File: src/ppu_params.svh
`ifndef PPU_PARAMS_SVH
`define PPU_PARAMS_SVH

// Line and frame timing counted in dots
`define PPU_DOTS_PER_LINE    456
`define PPU_LINES_PER_FRAME  154
`define PPU_VISIBLE_LINES    144   // Line 144 is the first VBlank line
`define PPU_OAM_DOTS         80    // Mode 3 begins at this dot
`define PPU_DRAW_END_DOT     252   // Mode 0 begins at this dot
`define PPU_TILES_PER_LINE   20

// CPU addresses of the registers
`define PPU_ADDR_LCDC        16'hFF40
`define PPU_ADDR_STAT        16'hFF41
`define PPU_ADDR_LY          16'hFF44
`define PPU_ADDR_LYC         16'hFF45
`define PPU_ADDR_BGP         16'hFF47

// Where VRAM sits in the CPU map
`define PPU_VRAM_BASE        16'h8000
`define PPU_VRAM_SIZE        16'h2000

// Offsets inside VRAM for the two tile maps
`define PPU_MAP0_BASE        13'h1800
`define PPU_MAP1_BASE        13'h1C00

// Tile data origin used when LCDC bit 4 is clear
`define PPU_SIGNED_DATA_BASE 13'h1000

`endif

File: src/ppuPkg.sv
package ppuPkg;

   typedef enum logic [1:0] {
      hBlank  = 2'd0,
      vBlank  = 2'd1,
      oamScan = 2'd2,
      drawing = 2'd3
   } ppuMode_t;

   typedef struct packed {
      logic [15:0] addr;
      logic [7:0]  writeData;
      logic        write;
      logic        read;
   } cpuBus_t;

   typedef struct packed {
      logic [12:0] addr;         // Offset inside VRAM
      logic [7:0]  writeData;
      logic        write;
   } vramReq_t;

   typedef struct packed {
      logic [7:0] ly;
      logic [8:0] dot;
      ppuMode_t   mode;
      logic       coincidence;
   } lineState_t;

   // Tile map entry byte seen as 0..255 or as -128..127 depending on LCDC bit 4
   typedef union packed {
      logic [7:0]        unsignedIndex;
      logic signed [7:0] signedIndex;
   } tileIndex_u;

   typedef struct packed {
      logic [4:0] tileX;
      logic [7:0] ly;
      logic [7:0] lowPlane;
      logic [7:0] highPlane;
   } tileRow_t;

   typedef struct packed {
      logic [4:0]      tileX;
      logic [7:0]      ly;
      logic [0:7][1:0] shades;   // Element 0 is the leftmost pixel
   } shadeRow_t;

endpackage

File: src/lineTiming.sv
`timescale 1ns/1ps
`include "ppu_params.svh"

module lineTiming (
   input  logic               clock,
   input  logic               reset,
   input  logic               enable,
   input  logic [7:0]         lyc,
   output ppuPkg::lineState_t state
);
   import ppuPkg::*;

   logic [8:0] dot;
   logic [7:0] ly;

   always_ff @(posedge clock) begin
      if (reset) begin
         dot <= '0;
         ly  <= '0;
      end else if (!enable) begin
         dot <= '0;   // Display off parks the beam at the top left
         ly  <= '0;
      end else if (dot == 9'(`PPU_DOTS_PER_LINE - 1)) begin
         dot <= '0;
         ly  <= (ly == 8'(`PPU_LINES_PER_FRAME - 1)) ? 8'd0 : ly + 8'd1;
      end else begin
         dot <= dot + 9'd1;
      end
   end

   always_comb begin
      state.ly          = ly;
      state.dot         = dot;
      state.coincidence = (ly == lyc);
      if (ly >= 8'(`PPU_VISIBLE_LINES)) begin
         state.mode = vBlank;
      end else if (dot < 9'(`PPU_OAM_DOTS)) begin
         state.mode = oamScan;
      end else if (dot < 9'(`PPU_DRAW_END_DOT)) begin
         state.mode = drawing;
      end else begin
         state.mode = hBlank;
      end
   end

   dotInRange: assert property (
      @(posedge clock) disable iff (reset)
      dot <= 9'(`PPU_DOTS_PER_LINE - 1)
   ) else $error("Dot counter ran past the end of the line");

   lineInRange: assert property (
      @(posedge clock) disable iff (reset)
      ly <= 8'(`PPU_LINES_PER_FRAME - 1)
   ) else $error("LY ran past the end of the frame");

endmodule

File: src/ppuCpuPort.sv
`timescale 1ns/1ps
`include "ppu_params.svh"

module ppuCpuPort (
   input  logic               clock,
   input  logic               reset,
   input  ppuPkg::cpuBus_t    cpu,
   output logic [7:0]         cpuReadData,
   input  ppuPkg::lineState_t state,
   input  logic [12:0]        fetchAddr,
   output ppuPkg::vramReq_t   vram,
   input  logic [7:0]         vramReadData,
   output logic [7:0]         lcdc,
   output logic [7:0]         lyc,
   output logic [7:0]         bgp,
   output logic               vblankIrq,
   output logic               statIrq
);
   import ppuPkg::*;

   logic [3:0]  statEnable;   // STAT bits 6 down to 3
   logic        cpuVram;
   logic        drawingNow;
   logic [15:0] vramOffset;
   logic [7:0]  regReadValue;
   logic [7:0]  readHold;
   logic        vramPending;  // Memory answers the previous CPU read in this cycle

   assign drawingNow = (state.mode == drawing);
   assign cpuVram    = (cpu.addr >= `PPU_VRAM_BASE) &&
                       (cpu.addr < `PPU_VRAM_BASE + `PPU_VRAM_SIZE);
   assign vramOffset = cpu.addr - `PPU_VRAM_BASE;

   always_ff @(posedge clock) begin
      if (reset) begin
         lcdc       <= '0;
         statEnable <= '0;
         lyc        <= '0;
         bgp        <= '0;
      end else if (cpu.write) begin
         case (cpu.addr)
            `PPU_ADDR_LCDC: lcdc       <= cpu.writeData;
            `PPU_ADDR_STAT: statEnable <= cpu.writeData[6:3];
            `PPU_ADDR_LYC:  lyc        <= cpu.writeData;
            `PPU_ADDR_BGP:  bgp        <= cpu.writeData;
            default: ;                   // LY is read only
         endcase
      end
   end

   // VRAM addresses land on 0xFF here, which is the answer when mode 3 blocks them
   always_comb begin
      case (cpu.addr)
         `PPU_ADDR_LCDC: regReadValue = lcdc;
         `PPU_ADDR_STAT: regReadValue = {1'b0, statEnable, state.coincidence, state.mode};
         `PPU_ADDR_LY:   regReadValue = state.ly;
         `PPU_ADDR_LYC:  regReadValue = lyc;
         `PPU_ADDR_BGP:  regReadValue = bgp;
         default:        regReadValue = 8'hFF;
      endcase
   end

   always_ff @(posedge clock) begin
      if (reset) begin
         readHold    <= '0;
         vramPending <= 1'b0;
      end else if (cpu.read) begin
         readHold    <= regReadValue;
         vramPending <= cpuVram && !drawingNow;
      end else if (vramPending) begin
         readHold    <= vramReadData;   // Keep the memory byte until the next read
         vramPending <= 1'b0;
      end
   end

   assign cpuReadData = vramPending ? vramReadData : readHold;

   // Renderer owns the memory for the whole of mode 3
   always_comb begin
      vram.writeData = cpu.writeData;
      if (drawingNow) begin
         vram.addr  = fetchAddr;
         vram.write = 1'b0;
      end else begin
         vram.addr  = vramOffset[12:0];
         vram.write = cpu.write && cpuVram;
      end
   end

   assign vblankIrq = (state.mode == vBlank);
   assign statIrq   = (statEnable[3] && state.coincidence) ||
                      (statEnable[2] && state.mode == oamScan) ||
                      (statEnable[1] && state.mode == vBlank) ||
                      (statEnable[0] && state.mode == hBlank);

   noWriteWhileDrawing: assert property (
      @(posedge clock) disable iff (reset)
      state.mode == drawing |-> !vram.write
   ) else $error("VRAM written while the renderer owns it");

endmodule

File: src/tileFetcher.sv
`timescale 1ns/1ps
`include "ppu_params.svh"

module tileFetcher (
   input  logic               clock,
   input  logic               reset,
   input  ppuPkg::lineState_t state,
   input  logic [7:0]         lcdc,
   output logic [12:0]        fetchAddr,
   input  logic [7:0]         vramReadData,
   output ppuPkg::tileRow_t   row,
   output logic               rowValid
);
   import ppuPkg::*;

   logic               active;
   logic               fetching;
   logic [2:0]         step;
   logic [4:0]         tileX;
   logic [7:0]         mapByte;
   logic [7:0]         lowPlane;
   tileIndex_u         tileIndex;
   logic signed [12:0] signedOffset;
   logic [12:0]        tileBase;
   logic [12:0]        mapAddr;
   logic [12:0]        planeAddr;

   // A line's fetch starts on the first drawing dot and stops after the last tile
   assign fetching = (state.mode == drawing) &&
                     (active || state.dot == 9'(`PPU_OAM_DOTS));

   // Map row is LY/8 with 32 entries per row
   assign mapAddr = (lcdc[3] ? `PPU_MAP1_BASE : `PPU_MAP0_BASE) +
                    {3'b000, state.ly[7:3], tileX};

   // In step 2 the map byte is still on the read bus, after that it sits in mapByte
   assign tileIndex    = (step == 3'd2) ? vramReadData : mapByte;
   assign signedOffset = tileIndex.signedIndex * 13'sd16;

   always_comb begin
      if (lcdc[4]) begin
         tileBase = {1'b0, tileIndex.unsignedIndex, 4'b0000};
      end else begin
         tileBase = `PPU_SIGNED_DATA_BASE + signedOffset;
      end
   end

   // Steps 2 and 3 address the low plane, steps 4 and 5 the high plane
   assign planeAddr = tileBase + {9'd0, state.ly[2:0], step[2]};
   assign fetchAddr = (step < 3'd2) ? mapAddr : planeAddr;

   always_ff @(posedge clock) begin
      if (reset) begin
         active   <= 1'b0;
         step     <= '0;
         tileX    <= '0;
         rowValid <= 1'b0;
      end else begin
         rowValid <= 1'b0;
         if (!fetching) begin
            active <= 1'b0;   // Idle keeps the tile counter at zero for the next line
            step   <= '0;
            tileX  <= '0;
         end else if (step == 3'd5) begin
            step     <= '0;
            rowValid <= 1'b1;
            if (tileX == 5'(`PPU_TILES_PER_LINE - 1)) begin
               active <= 1'b0;
               tileX  <= '0;
            end else begin
               active <= 1'b1;
               tileX  <= tileX + 5'd1;
            end
         end else begin
            active <= 1'b1;
            step   <= step + 3'd1;
         end
      end
   end

   always_ff @(posedge clock) begin
      if (fetching) begin
         case (step)
            3'd2: mapByte  <= vramReadData;
            3'd4: lowPlane <= vramReadData;
            3'd5: begin
               row.tileX     <= tileX;
               row.ly        <= state.ly;
               row.lowPlane  <= lowPlane;
               row.highPlane <= vramReadData;
            end
            default: ;
         endcase
      end
   end

   rowOnlyWhileDrawing: assert property (
      @(posedge clock) disable iff (reset)
      rowValid |-> state.mode == drawing
   ) else $error("Tile row delivered outside mode 3");

endmodule

File: src/pixelShader.sv
`timescale 1ns/1ps

module pixelShader (
   input  logic              clock,
   input  logic              reset,
   input  ppuPkg::tileRow_t  row,
   input  logic              rowValid,
   input  logic [7:0]        bgp,
   output ppuPkg::shadeRow_t shade,
   output logic              shadeValid
);

   logic [0:7][1:0] colour;
   logic [0:7][1:0] shades;

   // Bit 7 of each plane is the leftmost pixel
   always_comb begin
      for (int k = 0; k < 8; k++) begin
         colour[k] = {row.highPlane[7 - k], row.lowPlane[7 - k]};
         shades[k] = bgp[2 * colour[k] +: 2];
      end
   end

   always_ff @(posedge clock) begin
      if (reset) begin
         shadeValid <= 1'b0;
      end else begin
         shadeValid <= rowValid;
      end
   end

   always_ff @(posedge clock) begin
      if (rowValid) begin
         shade.tileX  <= row.tileX;
         shade.ly     <= row.ly;
         shade.shades <= shades;   // BGP is sampled as the row arrives
      end
   end

endmodule

File: src/ppuTop.sv
`timescale 1ns/1ps

module ppuTop (
   input  logic              clock,
   input  logic              reset,
   input  ppuPkg::cpuBus_t   cpu,
   output logic [7:0]        cpuReadData,
   output ppuPkg::vramReq_t  vram,
   input  logic [7:0]        vramReadData,
   output ppuPkg::shadeRow_t shade,
   output logic              shadeValid,
   output logic              vblankIrq,
   output logic              statIrq
);
   import ppuPkg::*;

   lineState_t  lineState;
   logic [7:0]  lcdc;
   logic [7:0]  lyc;
   logic [7:0]  bgp;
   logic [12:0] fetchAddr;
   tileRow_t    row;
   logic        rowValid;

   lineTiming timing_i (
      .clock  (clock),
      .reset  (reset),
      .enable (lcdc[7]),   // LCDC bit 7 switches the display on
      .lyc    (lyc),
      .state  (lineState)
   );

   ppuCpuPort cpuPort_i (
      .clock        (clock),
      .reset        (reset),
      .cpu          (cpu),
      .cpuReadData  (cpuReadData),
      .state        (lineState),
      .fetchAddr    (fetchAddr),
      .vram         (vram),
      .vramReadData (vramReadData),
      .lcdc         (lcdc),
      .lyc          (lyc),
      .bgp          (bgp),
      .vblankIrq    (vblankIrq),
      .statIrq      (statIrq)
   );

   tileFetcher fetcher_i (
      .clock        (clock),
      .reset        (reset),
      .state        (lineState),
      .lcdc         (lcdc),
      .fetchAddr    (fetchAddr),
      .vramReadData (vramReadData),
      .row          (row),
      .rowValid     (rowValid)
   );

   pixelShader shader_i (
      .clock      (clock),
      .reset      (reset),
      .row        (row),
      .rowValid   (rowValid),
      .bgp        (bgp),
      .shade      (shade),
      .shadeValid (shadeValid)
   );

endmodule

File: config.mk
export PLATFORM = sky130hd
export DESIGN_NAME = ppuTop
export DESIGN_NICKNAME = d
export VERILOG_FILES = /design/src/ppuPkg.sv /design/src/lineTiming.sv /design/src/ppuCpuPort.sv /design/src/tileFetcher.sv /design/src/pixelShader.sv /design/src/ppuTop.sv
export VERILOG_INCLUDE_DIRS = /design/src
export SDC_FILE = /design/constraint.sdc
export NUM_CORES = 1
export LEC_CHECK = 0
export BUFFER_PORTS_ARGS = -buffer_cell sky130_fd_sc_hd__buf_2
export CAP_MARGIN = 10
export CORE_MARGIN = 5
export CORE_UTILIZATION = 51
export DETAILED_ROUTE_END_ITERATION = 16
export GPL_TIMING_DRIVEN = 0
export HOLD_SLACK_MARGIN = 0.06
export PLACE_DENSITY = 0.74
export REMOVE_ABC_BUFFERS = 1
export SLEW_MARGIN = 30
export SYNTH_ARGS = -nofsm -noshare
export SYNTH_HDL_FRONTEND = slang
export SYNTH_SLANG_ARGS = --single-unit
File: constraint.sdc
create_clock -name clock -period 2.8 [get_ports clock]
set_clock_uncertainty 0.1 [all_clocks]
set_input_delay 0.28 -clock clock [delete_from_list [all_inputs] [get_ports clock]]
set_output_delay 0.28 -clock clock [all_outputs]
set_load 0.02 [all_outputs]
Word level (Yosys, flattened, before mapping). Cells that the tools add are included.

Bitwise operators: 3. Multiplexer cells: 17. Reduce and logical (&&, ||, !) cells: 25. Shift operators: 8. Magnitude comparators: 6. Equal/unequal tests: 16. $add $sub $neg: 8.

Operators by type and width (number): $eq 16x16->1 const B (5); $shiftx 8x4->2 (8); $pmux 8 s5 (1); $mux 13 (3); $mux 8 (4); $ge 16x16->1 const B (1); $lt 16x16->1 const B (1); $add 13x10->13 (1); $add 13x13->13 const A (1); $add 13x4->13 (1); $sub 13x1->13 const B (1); $reduce_and 2->1 (6); $mux 11 (1); $add 9x1->9 const B (1); $eq 9x7->1 const B (1); $eq 9x9->1 const B (1); $lt 9x7->1 const B (1); $lt 9x8->1 const B (1); $add 8x1->8 const B (1); $eq 8x8->1 (1); $eq 8x8->1 const B (1); $ge 8x8->1 const B (1); $logic_and 1x1->1 (8); $eq 3x3->1 const B (2); other kinds (16) (30).

Register bits: 139. Input bits: 36. Output and inout port bits: 62. Word-level logic and storage cells: 112.

Depth between registers and ports, before layout. Gate-level depths: netlist of the first run.

Depth after elaboration: 9. Depth in mapped cells: 8. Gate-level depth less buffers: 7.

Cells and area by module. From an unflattened synthesis of the first run, not the netlist that was laid out.

Cell total of the unflattened synthesis: 532. Area total of the unflattened synthesis: 6690.2 sq um.

Modules (own cells, without submodules): ppuCpuPort (area each 2242.2 sq um, sequential area each 740.7 sq um, times used 1, cells each 249); tileFetcher (area each 2200.9 sq um, sequential area each 1551.5 sq um, times used 1, cells each 130); pixelShader (area each 1317.5 sq um, sequential area each 890.9 sq um, times used 1, cells each 47); lineTiming (area each 929.6 sq um, sequential area each 340.3 sq um, times used 1, cells each 106).

Worst setup path before layout of the first run. OpenSTA, ideal clock, no wires.

Kind: register to register. Start: register timing_i.ly[4]. End: register, netlist name fetcher_i.row[0]. Required time: 2.290 ns. Arrival: 2.515 ns. Clock period less this slack: 3.025 ns. Cell stages (with the launch flop): 8. Path slack: -0.225 ns. Path buffers: 3. Cells stage by stage: dfxtp_1 buf_2 o31ai_4 o21ai_2 or2_1 buf_2 buf_6 nor3_2.

Word-level cells in the longest chain between the ends: 5.

RTL lines: from (decl) (line lineTiming.sv:14) `logic [7:0] ly;`; from (signal assigned) (line lineTiming.sv:25) `` ly <= (ly == 8'(`PPU_LINES_PER_FRAME - 1)) ? 8'd0 : ly + 8'd1; ``; $ge 8x8->1 (line lineTiming.sv:35) `` if (ly >= 8'(`PPU_VISIBLE_LINES)) begin ``; $mux 2 (line lineTiming.sv:35); $eq 2x2->1 (line tileFetcher.sv:29) `assign fetching = (state.mode == drawing) &&`; $logic_and 1x1->1 (line tileFetcher.sv:29); $reduce_and 2->1 (no line).

No other way between the ends. A chain may end at the register's enable or synchronous reset.

==> results.md, run 1 <==
- Outcome: completed
- Worst Setup Start Kind: register
- Worst rel slew slack: 0.488
- Yosys warns: 0
- Final Hold Vio Count: 0
- RSZ-0062 raised after global routing: no
- Top Registers: fetcher_i.row (29), shader_i.shade (29), timing_i.dot (9)
- Post-synth top area share: 0.347
- WL per Instance: 19.3 µm
- GRT Util Overall: 0.215
- Post-route setup slack: 0.109 ns
- Total core area: 12500 µm²
- Number of buffers created by CTS: 17
- Pleak: 2.86 nW
- Max incr delay on CP: 0.49 ns
- Compound-gate portion of the synthesized area: 0.0637
- Fmax: 372 MHz
- Main combinational cell family by area after synthesis: multiplexers
- Synth top area cells: edfxtp_1, dfxtp_1, mux2i_1
- ANT nets after route: 0
- CP Data Arrival Time: 2.31 ns
- Storage element area: 3520 µm²
- HP Class: in -> reg
- Gp weighted congestion: 0.941
- Asr flop ratio synth: 0
- Combinational fraction of design power: 0.044
- Tmin final: 2.69 ns
- CTS max path bufs: 2
- Clock network power share: 0.476
- Cell Rows: 41
- Fin Setup TNS: 0 ns
- Area of the mapped netlist: 6400 µm²
- Post-synthesis area per instance: 12.2 µm²
- Synth top cells by count: edfxtp_1, nor2_1, dfxtp_1
- Diode count: 0
- Kind of critical path: reg -> out
- Leading area contributor after synthesis: edfxtp_1
- TritonCTS clock tree: done
- Via-to-Cell Ratio: 5.60
- DR iter-0 viols: 244
- Crit path max fanout: 7
- Crit. End Element: primary output
- Reg clk slew, reported paths: 0.06 ns
- # Post-CTS Setup Buffers: 0
- Flops & latches, synth: 139
- Die height: 122 µm
- Highest-delay cell along the critical path: dfxtp_1
- Nets@finish: 666
- Fraction of layout cells with a size suffix above 1: 0.301
- Place WS: 0.140 ns
- Flop pwr share: 0.481
- CP Data Required Time: 2.42 ns
- Die width: 122 µm
- CP Cell Sequence: nand4_1, o21ai_2, nor2_1, nor4b_4, and2_1, buf_2
- Initial antenna violation count: 0
- First-pass GRT wire length: 24000 µm
- Vias in the first global route: 4363
- Post-layout util: 0.614
- Slew Limit Fails: 0
- EDFF count, synth: 74
- Count of input and output buffers: 97
- Multi-input logic area: 2690 µm²
- Simple-Gate Fraction of Synth Area: 0.145
- Synth Area in Adders: 0.0176
- DR vias: 4514
- Final Cycle Share: 0.961
- Pre-antenna DRT Iters: 4
- Seq/Total Area, Yosys: 0.551
- Sw frac: 0.226
- Post-Synth XOR/XNOR Area: 0.0301
- DP Wirelength: 11000 µm
- Most common cell in the synthesized netlist: edfxtp_1
- DRC: 0
- Fraction of synthesized area in multiplexers: 0.161
- Initial core utilization: 0.513
- Worst skew pair latency: 0.41 ns
- Max-Cap Viols: 0
- WL final: 15600 µm
- Int Pwr: 0.00345 W
- Net switching power: 0.00101 W
- Clock root buffer: clkbuf_16
- CTS Sinks: 139
- Peak VDD IR: 0.000351 V
- # IOs: 98
- Placed Cells: 763
- Non-Filler Instances: 806
- Die ar.: 14900 µm²
- PwrDens: 582 nW/µm²
- Largest net degree at the start of global routing: 42
- CTS HTree Levels: 4
- R2R Setup Slk: 0.23 ns
- Slew at the pin closest to its max-slew limit: 0.764 ns
- Synth cell types: 60
- Mapped Cells: 523
- Fill count: 1004
- Tot Pwr: 0.00445 W
- Total grt overflow: 0
- Setup Viol. Count Final: 0
- Syn-to-layout area delta: 19.6%
- Top_reg_cell synth: edfxtp_1
==> final timing paths <==
kind,start,endpoint,cells after the start
max reg2reg,timing_i.ly[4],fetcher_i.lowPlane[2],4
min reg2reg,fetcher_i.lowPlane[6],fetcher_i.row[14],0
max,timing_i.dot[4],vram[0],6
min,cpu[9],cpuPort_i.lcdc[7],3
==> critical path: cells and delay by family, from the launching register on <==
family	cells	cell delay, ns
buffers and inverters	1	0.16
AOI/OAI and AO/OA	1	0.29
DFF	1	0.49
and+or+nand+nor	4	0.95
==> cell families after synthesis <==
group | Yosys count
XOR/XNOR | 22
adder cells (fa/ha/maj) | 9
buffers and inverters | 40
multiplexers | 80
AND/OR/NAND/NOR | 174
AO/OA/AOI/OAI | 59
flip-flops | 139
==> power groups by stage <==
| stage | sequential (W) | combinational (W) | clock [W] |
|---|---|---|---|
| after floorplan | 0.00218 | 0.0000697 | 0 |
| after global placement | 0.00218 | 0.000175 | 0 |
| after detailed placement | 0.00218 | 0.000177 | 0 |
| after CTS | 0.00214 | 0.000190 | 0.00215 |
| after global routing | 0.00214 | 0.000206 | 0.00226 |
| final | 0.00214 | 0.000194 | 0.00212 |
==> cell usage in the layout, fill, tap and decap left out, types with 6 or more instances in the layout <==
master / n
mux2i_1: 42
clkbuf_16: 17
xor2_1: 11
xnor2_1: 11
dfxtp_1: 64
nand2_1: 35
buf_2: 97
o21ai_1: 7
edfxtp_1: 74
nand3_1: 10
nor2_1: 68
mux4_2: 16
a211oi_1: 7
nor3_1: 7
a21oi_1: 12
nand4_1: 11
inv_1: 8
mux2_2: 21
dlygate4sd3_1: 11
o21ai_0: 11
inv_6: 6
ha_1: 9
==> metrics by stage <==
stage | hold WS [ns] | instance area (µm²)
floorplan | 0.252 | 6220
global placement | 0.302 | 6920
detailed placement | 0.305 | 6950
CTS | 0.0654 | 7630
global route | 0.0924 | 7650
finish | 0.0866 | 7650
==> layer usage <==
metal / track usage / vias to the layer above / wire [µm]
li1: - / 2121 / -
met1: 0.279 / 2202 / 6670
met2: 0.363 / 171 / 7680
met3: 0.0413 / 20 / 965
met4: 0.0707 / 0 / 268
met5: 0 / - / 0
==> repair_timing <==
| item | CTS | global route |
|---|---|---|
| gates resized for setup | 2 | 3 |
| cloned | 0 | 0 |
| setup endpoints to repair | 13 | 5 |
| hold buffers | 11 | 0 |
| hold endpoints to repair | 21 | 0 |
| pin swaps | 0 | 0 |
==> cell type report <==
type | count | share of cell area
clock buffer | 18 | 0.0561
timing repair buffer | 110 | 0.0808
tap | 172 | 0.0281
clock inverter | 14 | 0.0177
sequential | 139 | 0.461
multi-input combinational | 344 | 0.352
inverter | 9 | 0.00442
Note: power is estimated with default switching activity, not from simulation.
==> run 2, diff against run 1 <==
--- a/config.mk
+++ b/config.mk
@@ -9,13 +9,15 @@
 export BUFFER_PORTS_ARGS = -buffer_cell sky130_fd_sc_hd__buf_2
 export CAP_MARGIN = 10
 export CORE_MARGIN = 5
-export CORE_UTILIZATION = 51
+export CORE_UTILIZATION = 52
 export DETAILED_ROUTE_END_ITERATION = 16
 export GPL_TIMING_DRIVEN = 0
 export HOLD_SLACK_MARGIN = 0.06
-export PLACE_DENSITY = 0.74
+export PLACE_DENSITY_LB_ADDON = 0.15
 export REMOVE_ABC_BUFFERS = 1
 export SLEW_MARGIN = 30
 export SYNTH_ARGS = -nofsm -noshare
 export SYNTH_HDL_FRONTEND = slang
+export SYNTH_HIERARCHICAL = 1
 export SYNTH_SLANG_ARGS = --single-unit
+export TNS_END_PERCENT = 20
==> results.md, run 2 <==
- Outcome: completed
- Most common cell in the synthesized netlist: edfxtp_1
- CTS HTree Levels: 4 (unchanged)
- Fin area: 7960 µm² (+4.1%)
- First-pass GRT wire length: 24700 µm (+2.8%)
- Slew at the pin closest to its max-slew limit: 0.866 ns (+0.102 ns)
- Placed cell area: 7240 µm² (+4.1%)
- Diode count: 0 (unchanged)
- Post-synthesis area per instance: 12.6 µm² (+2.8%)
- Kind of critical path: reg -> out
- Worst R2R End: fetcher_i/row[5]
- Final Cycle Share: 0.964 (+0.00270)
- Initial antenna violation count: 0 (unchanged)
- Mapped Cells: 532 (+1.7%)
- # IOs: 98 (unchanged)
- Worst rel slew slack: 0.419 (-0.0683)
- Most frequent cells in the layout: buf_2, edfxtp_1, dfxtp_1, nand3_1, a21oi_1
- Largest net degree at the start of global routing: 42 (unchanged)
- DR top layer: met4
- CTS max path bufs: 2 (unchanged)
- Yosys warns: 6 (+6)
- Setup Viol. Count Final: 0 (unchanged)
- CP Data Required Time: 2.42 ns (about the same)
- Worst Setup Start Kind: register
- TritonCTS clock tree: done
- M1 WL: 6890 µm (+3.3%)
- Top Registers: fetcher_i/row (29), shader_i/shade (29), timing_i/dot (9)
- Count of input and output buffers: 97 (unchanged)
- R2R Setup Slk: 0.22 ns (about the same)
- Commonest non-fill, non-tap cell in the layout: buf_2
- CP Cell Sequence: inv_1, ha_1, nand2b_4, mux2_4, mux2_4, mux2_2, buf_2
- Fraction of layout cells with a size suffix above 1: 0.317 (+0.0155)
- Pleak: 2.90 nW (+1.3%)
- Nets@finish: 676 (+1.5%)
- Initial core utilization: 0.530 (+0.0168)
- EDFF count, synth: 74 (unchanged)
- Reg clk slew, reported paths: 0.06 ns (about the same)
- CP Data Arrival Time: 2.32 ns (about the same)
- Peak VDD IR: 0.000285 V (-19%)
- Vias in the first global route: 4697 (+7.7%)
- Area of the mapped netlist: 6690 µm² (+4.6%)
- # Post-CTS Setup Buffers: 0 (unchanged)
- Slew Limit Fails: 0 (unchanged)
- Total grt overflow: 0 (unchanged)
- Crit path max fanout: 8 (+1)
- GRT Util Overall: 0.217 (+0.00173)
- Fill count: 961 (-4.3%)
- Clock root buffer: clkbuf_16
- Asr flop ratio synth: 0 (unchanged)
- RSZ-0062 raised after global routing: no
- Post-synth top area share: 0.332 (-0.0151)
- Post-route setup slack: 0.102 ns (-0.00757 ns)
- Syn-to-layout area delta: 19.0%
- CTS Sinks: 139 (unchanged)
- Leading area contributor after synthesis: edfxtp_1
- Hold Path Stages: 3 (unchanged)
- Seq/Total Area, Yosys: 0.527 (-0.0240)
- Place WS: -0.358 ns (-0.498 ns)
- Die ar.: 15200 µm² (+2.3%)
- Flops & latches, synth: 139 (unchanged)
- Reg2reg path depth: 7 (+3)
- Max-Cap Viols: 0 (unchanged)
- DRC: 0 (unchanged)
- Tot Pwr: 0.00442 W (-0.66%)
- Synth top cells by count: edfxtp_1, dfxtp_1, nand3_1
- Post-layout util: 0.631 (+0.0172)
- Cell repeated most along the worst path: mux2_4
- WL final: 15900 µm (+2.0%)
- Synth top area cells: edfxtp_1, dfxtp_1, mux4_1
- DR vias: 4812 (+6.6%)
- DR WL met3: 1140 µm (+19%)
- Max incr delay on CP: 0.39 ns (-0.10 ns)
- Fin Setup TNS: 0 ns (unchanged)
- DP Wirelength: 11200 µm (+2.1%)
- Die height: 123 µm (+1.2%)
- Worst skew pair latency: 0.42 ns (about the same)
- Gp weighted congestion: 0.872 (-7.3%)
- Fmax: 371 MHz (-0.28%)
- Hold Path Origin: cpu[2]
- PwrDens: 556 nW/µm² (-4.6%)
- Crit. End Element: primary output
- Metal2 WL: 7600 µm (-1.0%)
- HP Class: in -> reg
- WL per Instance: 19.5 µm (+0.77%)
- Cell Rows: 41 (unchanged)
- Tmin final: 2.70 ns (+0.00757 ns)
- Total core area: 12600 µm² (+1.2%)
- Hold endpoint: cpuPort_i/lyc[0]
- Number of buffers created by CTS: 17 (unchanged)
- DR iter-0 viols: 373 (+53%)
- Via-to-Cell Ratio: 5.90 (+5.3%)
- Highest-delay cell along the critical path: dfxtp_1
- ANT nets after route: 0 (unchanged)
- Top_reg_cell synth: edfxtp_1
- Die width: 123 µm (+1.2%)
- Final Hold Vio Count: 0 (unchanged)
- Pre-antenna DRT Iters: 5 (+1)
- Synth cell types: 66 (+10%)
- Worst r2r src: timing_i/dot[3]
==> run 2: changes by cell type after synthesis, moves of 8 or more <==
cell,before,now
mux2i_1,43,4
nor2_1,68,31
nand3_1,10,34
a21oi_1,12,32
mux4_1,0,16
mux4_2,16,0
nand2_1,35,19
o21ai_0,11,26
mux2_4,0,14
mux2_2,21,31
xor2_1,11,3
==> run 2: what timing repair did <==
action                                  4_1_cts  5_1_grt
hold endpoints to repair                     24        0
endpoints found under the setup margin       58       22
resized for setup                             5        6
hold buffers                                 13        0
==> run 2: layout make-up <==
cell class / count / area, µm² / area share
Clock buffer: 18 / 429 / 0.0539
Clock inverter: 14 / 120 / 0.0151
Inverter: 9 / 33.8 / 0.00424
Multi-Input combinational cell: 351 / 3000 / 0.377
Sequential cell: 139 / 3520 / 0.443
Tap cell: 172 / 215 / 0.0270
Timing Repair Buffer: 113 / 638 / 0.0802
==> run 2: kinds of logic after synthesis <==
| kind of cell | synth area share |
|---|---|
| simple gates | 0.145 |
| flops | 0.527 |
| compound gates | 0.0982 |
| mux | 0.152 |
| buf+inv | 0.0337 |
| xor+xnor | 0.0275 |
| fa+ha+maj | 0.0168 |
==> run 2: routing by layer <==
metal	up-vias	global-route usage
met2	200	0.349
li1	2244	-
met4	0	0.0872
met5	-	0
met3	19	0.0403
met1	2349	0.289
==> run 2: stage by stage <==
step,cells,hold slack [ns]
5_1_grt,816,0.0796
6_report,816,0.0844
2_1_floorplan,499,0.249
3_3_place_gp,768,0.302
4_1_cts,816,0.0682
3_5_place_dp,771,0.305
==> run 2: power by group <==
part / total, W / switching (W) / internal, W
clock network: 0.00207 / 0.000857 / 0.00122
registers: 0.00214 / 0.00000240 / 0.00214
logic: 0.000209 / 0.000132 / 0.0000768
==> run 2: worst max-delay path by stage <==
stage | cells after the start | startpoint | slack, ns | to
after floorplan | 5 | timing_i/dot[3] | -1.21 | fetcher_i/row[0]
after global placement | 5 | timing_i/dot[3] | -2.34 | fetcher_i/row[6]
after detailed placement | 7 | timing_i/dot[3] | -0.36 | vram[0]
after CTS | 7 | timing_i/dot[3] | 0.01 | vram[0]
after global routing | 7 | fetcher_i/step[0] | 0.006 | vram[18]
final | 7 | fetcher_i/step[0] | 0.10 | vram[18]
==> run 2: worst max-delay path, delay by kind of cell (launching register included) <==
kind	cells	cell delay (ns)
adder cells (fa/ha/maj)	1	0.23
buffers and inverters	2	0.25
multiplexers	3	0.86
flip-flops	1	0.39
AND/OR/NAND/NOR	1	0.17
